`src/req_slot.sv`:
```
`timescale 1ns/1ps
`default_nettype none

module req_slot #(
	parameter int CMD_W = 8
) (
	input wire clk,
	input wire rst_n,
	input wire load,
	input wire [CMD_W-1:0] cmd_in,
	input wire take,
	output logic pending,
	output logic [CMD_W-1:0] cmd
);

	// A new command wins over a grant in the same cycle
	always_ff @(posedge clk or negedge rst_n) begin
		if (!rst_n) begin
			pending <= 1'b0;
		end else if (load) begin
			pending <= 1'b1;
		end else if (take) begin
			pending <= 1'b0;
		end
	end

	// Held until the PU issues again, which only happens after its ack
	always_ff @(posedge clk) begin
		if (load) begin
			cmd <= cmd_in;
		end
	end

endmodule

`default_nettype wire

```
`config.mk`:
```
export PLATFORM = sky130hd
export DESIGN_NAME = req_slot
export DESIGN_NICKNAME = d
export VERILOG_FILES = /design/src/req_slot.sv
export SDC_FILE = /design/constraint.sdc
export NUM_CORES = 1
export LEC_CHECK = 0
export BUFFER_PORTS_ARGS = -buffer_cell sky130_fd_sc_hd__buf_2
export CORE_AREA = 2 2 39 41
export DETAILED_ROUTE_END_ITERATION = 7
export DIE_AREA = 0 0 41 43
export SYNTH_ARGS = -nofsm -noshare
export SYNTH_HDL_FRONTEND = slang
export SYNTH_SLANG_ARGS = --single-unit
```
`constraint.sdc`:
```
create_clock -name clk -period 0.86 [get_ports clk]
set_input_delay 0.172 -clock clk [delete_from_list [all_inputs] [get_ports clk]]
set_output_delay 0.172 -clock clk [all_outputs]
set_load 0.01 [all_outputs]
```
==> run_results.csv <==
group,metric,value,unit
place,port_buffers,20,
finish,nFillCells,141,
logic_synthesis,synth_cell_types,4,
sta,tns,-0.555,ns
global_route,grt_pass1_vias,165,
global_route,grt_pass1_wl,648,um
sta,hold_viol_final,0,
setup_path,max_stage_delay,0.36,ns
setup_path,crit_path_end_kind,"output port",
logic_synthesis,synth_seq_area_share,0.959,
setup_path,reg2regPathDepth,2,
clocking,path_clk_slew,0.06,ns
setup_path,critical_path_class,"reg -> out",
logic_synthesis,syn_area,277,um^2
drt,wl,499,um
setup_path,worstSetupStartpoint,"cmd[3]$_DFFE_PP_",
outcome,run_status,"complete, but fails checks",
finish,area_delta_synth_final,59.3,%
floorplan,dieArea,1760,um^2
setup_path,endpoint,"cmd[3]",
floorplan,core,1380,um^2
drt,vias_per_cell,3.70,
setup_path,worstPathRequired,0.69,ns
place,place_congestion,0.561,
sta,fin_ws,-0.0751,ns
drt,drtAntennaViolNets,0,
setup_path,critPathTopFamily,"flip-flops",
logic_synthesis,synth-seq-cells,9,
finish,final_nets,50,
setup_path,worstPathCellList,"buf_2",
setup_path,cp_slowest_cell,"edfxtp_1",
setup_path,cp-start-kind,"register",
power,cellLeakagePower,0.202,nW
finish,diodes,0,
hold_path,hp-class,"in -> reg",
sta,rsz0062_at_grt,"true",
drt,dr.first_iter.drc_count,2,
power,design_power_total,0.000924,W
floorplan,die_w,41,um
finish,final_cell_count_no_fill,53,
power,max-vdd-ir-drop,1040,uV
sta,fmax,1070,MHz
drt,drc,0,
global_route,grt_max_degree,10,
clocking,cts.sinks,9,
clocking,clock_latency,0.25,ns
floorplan,core.rowCount,14,
floorplan,die_y,43,um
logic_synthesis,syn_nets,23,
sta,finClkSkew,0,ns
global_route,grt-ovfl-total,0,
hold_path,hold_depth,1,
setup_path,r2r-end,"pending$_DFFE_PN0P_",
floorplan,start_util,0.200,
power,power.density,2100,nW/um^2
finish,multi_input_area,7.51,um^2
logic_synthesis,yosysWarnings,0,
setup_path,critPathBufInv,1,
setup_path,cp_max_fo,1,
finish,final_area,440,um^2
clocking,cts_resized,0,
sta,drv_slew,0,
place,placed_area,397,um^2
drt,first_pass_iters,2,
sta,maxSlewHeadroom,0.871,
flow_run,drv_cap,0,
logic_synthesis,synthCells,11,
logic_synthesis,syn_avg_cell_area,25.1,um^2
clocking,htreeDepth,1,
drt,num_vias,196,
place,dp.cells,47,
global_route,antenna_found_initial,0,
clocking,clockRootBuffer,"clkbuf_4",
clocking,numCtsBuffers,3,
setup_path,cp.arrival,0.76,ns
setup_path,crit_cells,1,
setup_path,rrSetupSlack,0.10,ns
finish,seqCellArea,265,um^2
floorplan,ios,21,
outcome,violations,"negative setup slack",
setup_path,reg2reg_from,"pending$_DFFE_PN0P_",
drt,drt-wirelength-per-cell,9.42,um
clocking,cts_tree,"done",
clocking,cts_buffer_depth,2,
global_route,grtUsageTotal,0.0612,
sta,tightest_slew,0.194,ns
sta,min_period,0.935,ns
finish,drive_above_1_share,0.649,
sta,layout_worst_path_cycle_share,1.09,
sta,finalSetupViolCount,9,
[power breakdown]
group	switching [W]	total [W]	internal, W
sequential	0.00000758	0.000521	0.000514
clock	0.000134	0.000312	0.000178
combinational	0.0000439	0.0000913	0.0000474
total	0.000185	0.000924	0.000739
[cell families (layout without fill, tap and decap cells)]
family	count (synthesis)	count (layout)	share of synthesized area
AO/OA/AOI/OAI	1	1	0.0272
buffers and inverters	1	27	0.0136
flip-flops	9	9	0.959
[Yosys cell counts]
| cell | number | share of area |
|---|---|---|
| edfxtp_1 | 8 | 0.87 |
| a21o_1 | 1 | 0.027 |
| dfrtp_1 | 1 | 0.090 |
| inv_1 | 1 | 0.014 |
[placed cells by master (no fill, tap or decap)]
master          n
edfxtp_1        8
a21o_1          1
clkbuf_1        1
dfrtp_1         1
dlygate4sd3_1   1
clkbuf_4        3
inv_1           1
buf_4           1
buf_2          20
[stage by stage]
step / setup WS, ns / util / hold WS (ns)
2_1_floorplan: 0.177 / - / -0.124
3_3_place_gp: 0.182 / 0.287 / -0.0521
3_5_place_dp: 0.164 / 0.287 / -0.0516
4_1_cts: -0.0990 / 0.313 / 0.0785
5_1_grt: -0.124 / 0.318 / 0.0724
6_report: -0.0751 / 0.318 / 0.0917
[registers in the layout, summed over array words and instances, names as in the netlist]
signal and cells:
pending 1, cmd 8
[metal layers]
metal	global-route usage	up-vias	routed length, um
met5	0	-	0
met4	0.0200	0	0
met3	0.0681	0	84
met2	0.0875	19	199
met1	0.0541	83	215
li1	-	94	-
[timing repair]
item / in CTS / in global routing
gates cloned: 0 / 0
pin swaps: 0 / 0
setup endpoints to repair: 9 / 9
setup buffers: 0 / 1
endpoints found under the hold margin: 1 / 0
hold buffers: 1 / 0
[layout make-up]
cell class	count	share of cell area
well taps	16	0.0455
flip-flops and latches	9	0.602
inverters	1	0.00852
repair buffers	22	0.267
multi-input cells	1	0.0170
clock buffers	4	0.0597
[worst min path at each step]
stage / startpoint / to / slack (ns)
after global routing: cmd_in[3] / cmd[3]$_DFFE_PP_ / 0.07
after global placement: rst_n / pending$_DFFE_PN0P_ / -0.05
after detailed placement: rst_n / pending$_DFFE_PN0P_ / -0.05
final: cmd_in[2] / cmd[2]$_DFFE_PP_ / 0.09
after CTS: cmd_in[2] / cmd[2]$_DFFE_PP_ / 0.08
after floorplan: rst_n / pending$_DFFE_PN0P_ / -0.12
No activity file was read; power rests on OpenSTA's default activity.
