**config.mk**
```make
export PLATFORM = sky130hd
export DESIGN_NAME = pd_ram
export DESIGN_NICKNAME = d
export VERILOG_FILES = /design/src/pd_mem_pkg.sv /design/src/pd_ram.sv
export SDC_FILE = /design/constraint.sdc
export NUM_CORES = 2
export LEC_CHECK = 0
export ABC_AREA = 1
export BUFFER_PORTS_ARGS = -buffer_cell sky130_fd_sc_hd__buf_2
export CAP_MARGIN = 20
export CORE_AREA = 4 4 581 295
export CTS_CLUSTER_DIAMETER = 30
export DETAILED_ROUTE_END_ITERATION = 6
export DIE_AREA = 0 0 585 299
export PLACE_DENSITY = 0.63
export SLEW_MARGIN = 30
export SYNTH_ARGS = -nofsm -noshare
export SYNTH_HDL_FRONTEND = slang
export SYNTH_SLANG_ARGS = --single-unit
```
**constraint.sdc**
```tcl
create_clock -name clk -period 8.5 [get_ports clk]
set_input_delay 0 -clock clk [delete_from_list [all_inputs] [get_ports clk]]
set_output_delay 0 -clock clk [all_outputs]
set_load 0.02 [all_outputs]
```
**src/pd_mem_pkg.sv**
```systemverilog
`default_nettype none

package pd_mem_pkg;

	// Default sizes
	localparam int NUM_PU_DEF = 4;
	localparam int WORD_W_DEF = 32;
	localparam int TID_W_DEF = 2;
	localparam int IDX_W_DEF = 4;

	// Region field at the top of the request address
	localparam int REGION_W = 4;
	localparam logic [REGION_W-1:0] REGION_TOPIC = 4'h5;

	// AMO function codes
	localparam int F5_W = 5;
	localparam logic [F5_W-1:0] F5_SWAP = 5'b00001;

	// Operation group in funct5[4:2]
	localparam int OP_W = 3;
	localparam logic [OP_W-1:0] OP_ADD = 3'b000;
	localparam logic [OP_W-1:0] OP_XOR = 3'b001;
	localparam logic [OP_W-1:0] OP_OR = 3'b010;
	localparam logic [OP_W-1:0] OP_AND = 3'b011;
	localparam logic [OP_W-1:0] OP_MIN = 3'b100;
	localparam logic [OP_W-1:0] OP_MAX = 3'b101;
	localparam logic [OP_W-1:0] OP_MINU = 3'b110;
	localparam logic [OP_W-1:0] OP_MAXU = 3'b111;

endpackage

`default_nettype wire

```
**src/pd_ram.sv**
```systemverilog
`timescale 1ns/1ps
`default_nettype none

module pd_ram #(
	parameter int WORD_W = pd_mem_pkg::WORD_W_DEF,
	parameter int DEPTH_W = pd_mem_pkg::TID_W_DEF + pd_mem_pkg::IDX_W_DEF
) (
	input wire clk,
	input wire we,
	input wire [DEPTH_W-1:0] waddr,
	input wire [DEPTH_W-1:0] raddr,
	input wire [WORD_W-1:0] wdata,
	output logic [WORD_W-1:0] rdata
);

	logic [WORD_W-1:0] mem [2**DEPTH_W];

	// Read of the same address as a write returns the old word
	always_ff @(posedge clk) begin
		if (we) begin
			mem[waddr] <= wdata;
		end
		rdata <= mem[raddr];
	end

endmodule

`default_nettype wire

```
==> flow_summary.ini <==
[global_routing]
grt_util_met3_pct = 6.37
grt_first_pass_wirelength_mm = 365
number_of_antenna_violations_at_the_first_check_in_global_routing = 14
first_global_vias = 52743
grt.busiest_layer = met2
grt_usage_pct = 28.6
globalRouteMet2Util_pct = 42.8
grt_start_max_net_pins = 227
grt_overflow = 0
grt_use_met1_pct = 41.6

[clocking]
cts_made_buffers = 284
cts_root_buf = clkbuf_16
clk_pin_slew_ns = 0.06
h-tree-depth = 5
post_cts_resized = 0
tritoncts_num_sinks = 2080
clkLatencyLatePin_ns = 0.91
cts_tree = built
ctsLongestPathBuffers = 4

[yosys]
syn-cell-area_um2 = 82700
yosys_warnings = 0
avgSynthCellArea_um2 = 12.2
sequential_share_of_the_synthesized_area_pct = 75.1
post_synth_inst_count = 6769
nets_in_the_synthesized_netlist = 6815
synth-seq-cells = 2080
unique_masters_post_synth = 16

[floorplanning]
core_region_area_um2 = 166000
die_footprint_um2 = 175000
design.portCount = 78
floorplan.rows = 106
vertical_die_dimension_um = 299
effective_utilization_at_floorplan_pct = 49.7
fp.dieW_um = 585

[placement]
number_of_port_buffers = 77
dp_worst_setup_slack_ns = 4.61
final_wtd_congestion = 0.835
dp_hpwl_mm = 128

[run]
maxCapViolations = 0

[layout]
nets = 6923
layout-drive-gt1-share_pct = 10.4
finish.utilization_pct = 57.3
leading_cell_types_in_the_layout_fill_and_taps_excluded = nand2_1 (2248), edfxtp_1 (2048), nand3_1 (1907)
areaGrowthSynthToFinish_pct = 15.2
final_common_cell = nand2_1

[setup_path]
critPathArrivalTime_ns = 5.07
worst_setup_start_kind = input pin
number_of_cell_instances_on_the_worst_register_to_register_path = 10
path_class = in2reg
r2r_slack_ns = 6.02
critPathRequiredTime_ns = 9.34
crit-reg2reg-capture = rdata[22]
critical_path.endpoint_type = register
reg2reg_from = mem[29][22]
max_fanout_on_critical_path = 226

[routing]
drt_iter0_drc = 8547
wl_mm = 254
dr.pass1.iters = 6
drc_markers = 2
via_count = 56317
wl_per_cell_um = 27.2
drt-vias-per-instance = 6.05
postRouteAntennaNets = 0

[timing]
relSlewSlack_pct = 25.6
fmax_mhz = 236
setup_tns_ns = 0
final_critical_path_setup_slack_ns = 4.27
drv_slew = 0
timing_hold_violations_final = 0
finalClockSkew_ns = 0.0664
grt_setup_unrepaired = false
final_min_period_over_clock_period_pct = 49.7
max_slew.worst_pin.slew_ns = 1.12
post-route-min-period_ns = 4.23
finalSetupViolCount = 0
worst_hold_slack_ns = 0.112

[worst_hold_path]
min_path_type = in2reg
min_delay_path_depth = 4
hold_endpoint = mem[53][2]
hold_path_startpoint = waddr[5]

[power_and_ir_drop]
p_leak_uw = 0.0337
totalPowerFinal_uw = 24600
worst_ir_drop_vdd_mv = 0.173
power_density_nw_per_um2 = 258

[run_status]
run_status = finished, violations left
violated_checks = design-rule violations
## metal layers
| layer | vias to the layer above | routed length [µm] | share of wire [%] |
|---|---|---|---|
| li1 | 24408 | - | - |
| met1 | 27742 | 100000 | 40 |
| met2 | 3667 | 113000 | 45 |
| met3 | 496 | 32600 | 13 |
| met4 | 4 | 7750 | 3.1 |
| met5 | - | 23 | 0.0091 |
## worst max-delay path, stage by stage
cell and delay (ns):
buf_8 0.24, inv_16 0.66, buf_4 0.83, buf_4 0.68, nand2_1 0.12, nand3_1 0.10, nand3_1 0.08, nand3_1 0.30
nand3_1 0.11, dlygate4sd3_1 0.58, nand2_1 0.07, nand2_1 0.06, nand2_1 0.07, dlygate4sd3_1 0.54
## report_power, final
part	leakage, µW	switching [µW]	internal (µW)
sequential	0.0187	59.5	11400
combinational	0.0105	1040	309
clock	0.00450	4470	7330
total	0.0337	5580	19000
## cell type report
class / instances / area (µm²)
Fill cell: 13077 / 71000
Sequential cell: 2080 / 62100
Multi-Input combinational cell: 4228 / 18800
Clock buffer: 320 / 7460
Tap cell: 2214 / 2770
Timing Repair Buffer: 271 / 2120
Clock inverter: 170 / 1940
Inverter: 12 / 83.8
Antenna cell: 8 / 20.0
## logic make-up (layout without fill, tap and decap cells)
logic type             Yosys count  after routing  synth area share (%)
and+or+nand+nor               4228           4228                  22.1
other                            0              8                     0
DFF                           2080           2080                  75.1
buffers and inverters          461            773                  2.78
## flip-flops by register name, summed over array words and instances, names as in the netlist
signal,cells
mem,2048
rdata,32
## metrics by stage
step                cells  area, µm²
floorplan            6769      82700
global route         9298      95300
detailed placement   8754      85300
finish               9303      95300
global placement     8754      85300
CTS                  9294      95200
## cell usage after synthesis
master | n | share of area (%)
dfxtp_1 | 32 | 0.77
nor4_1 | 8 | 0.060
buf_1 | 40 | 0.18
buf_8 | 2 | 0.036
buf_2 | 282 | 1.7
nand2_1 | 2248 | 10
clkbuf_1 | 77 | 0.35
edfxtp_1 | 2048 | 74
inv_2 | 2 | 0.0091
inv_1 | 9 | 0.041
inv_4 | 1 | 0.0076
nand4_1 | 9 | 0.068
nor2_1 | 56 | 0.25
buf_6 | 3 | 0.041
nand3_1 | 1907 | 12
buf_4 | 45 | 0.41
## worst max-delay path by stage
| stage | slack [ns] | cells after the start | endpoint | from |
|---|---|---|---|---|
| 2_1_floorplan | 4.37 | 3 | mem[48][0] | we |
| 3_3_place_gp | 4.66 | 11 | rdata[30] | raddr[0] |
| 3_5_place_dp | 4.61 | 11 | rdata[30] | raddr[0] |
| 4_1_cts | 4.76 | 14 | rdata[22] | raddr[0] |
| 5_1_grt | 4.28 | 14 | rdata[22] | raddr[0] |
| 6_report | 4.27 | 14 | rdata[22] | raddr[0] |
## what timing repair did
item / CTS / global route
endpoints found under the hold margin: 2110 / 0
hold buffers: 50 / 0
buffers inserted: 0 / 0
Note: power is estimated with default switching activity, not from simulation.
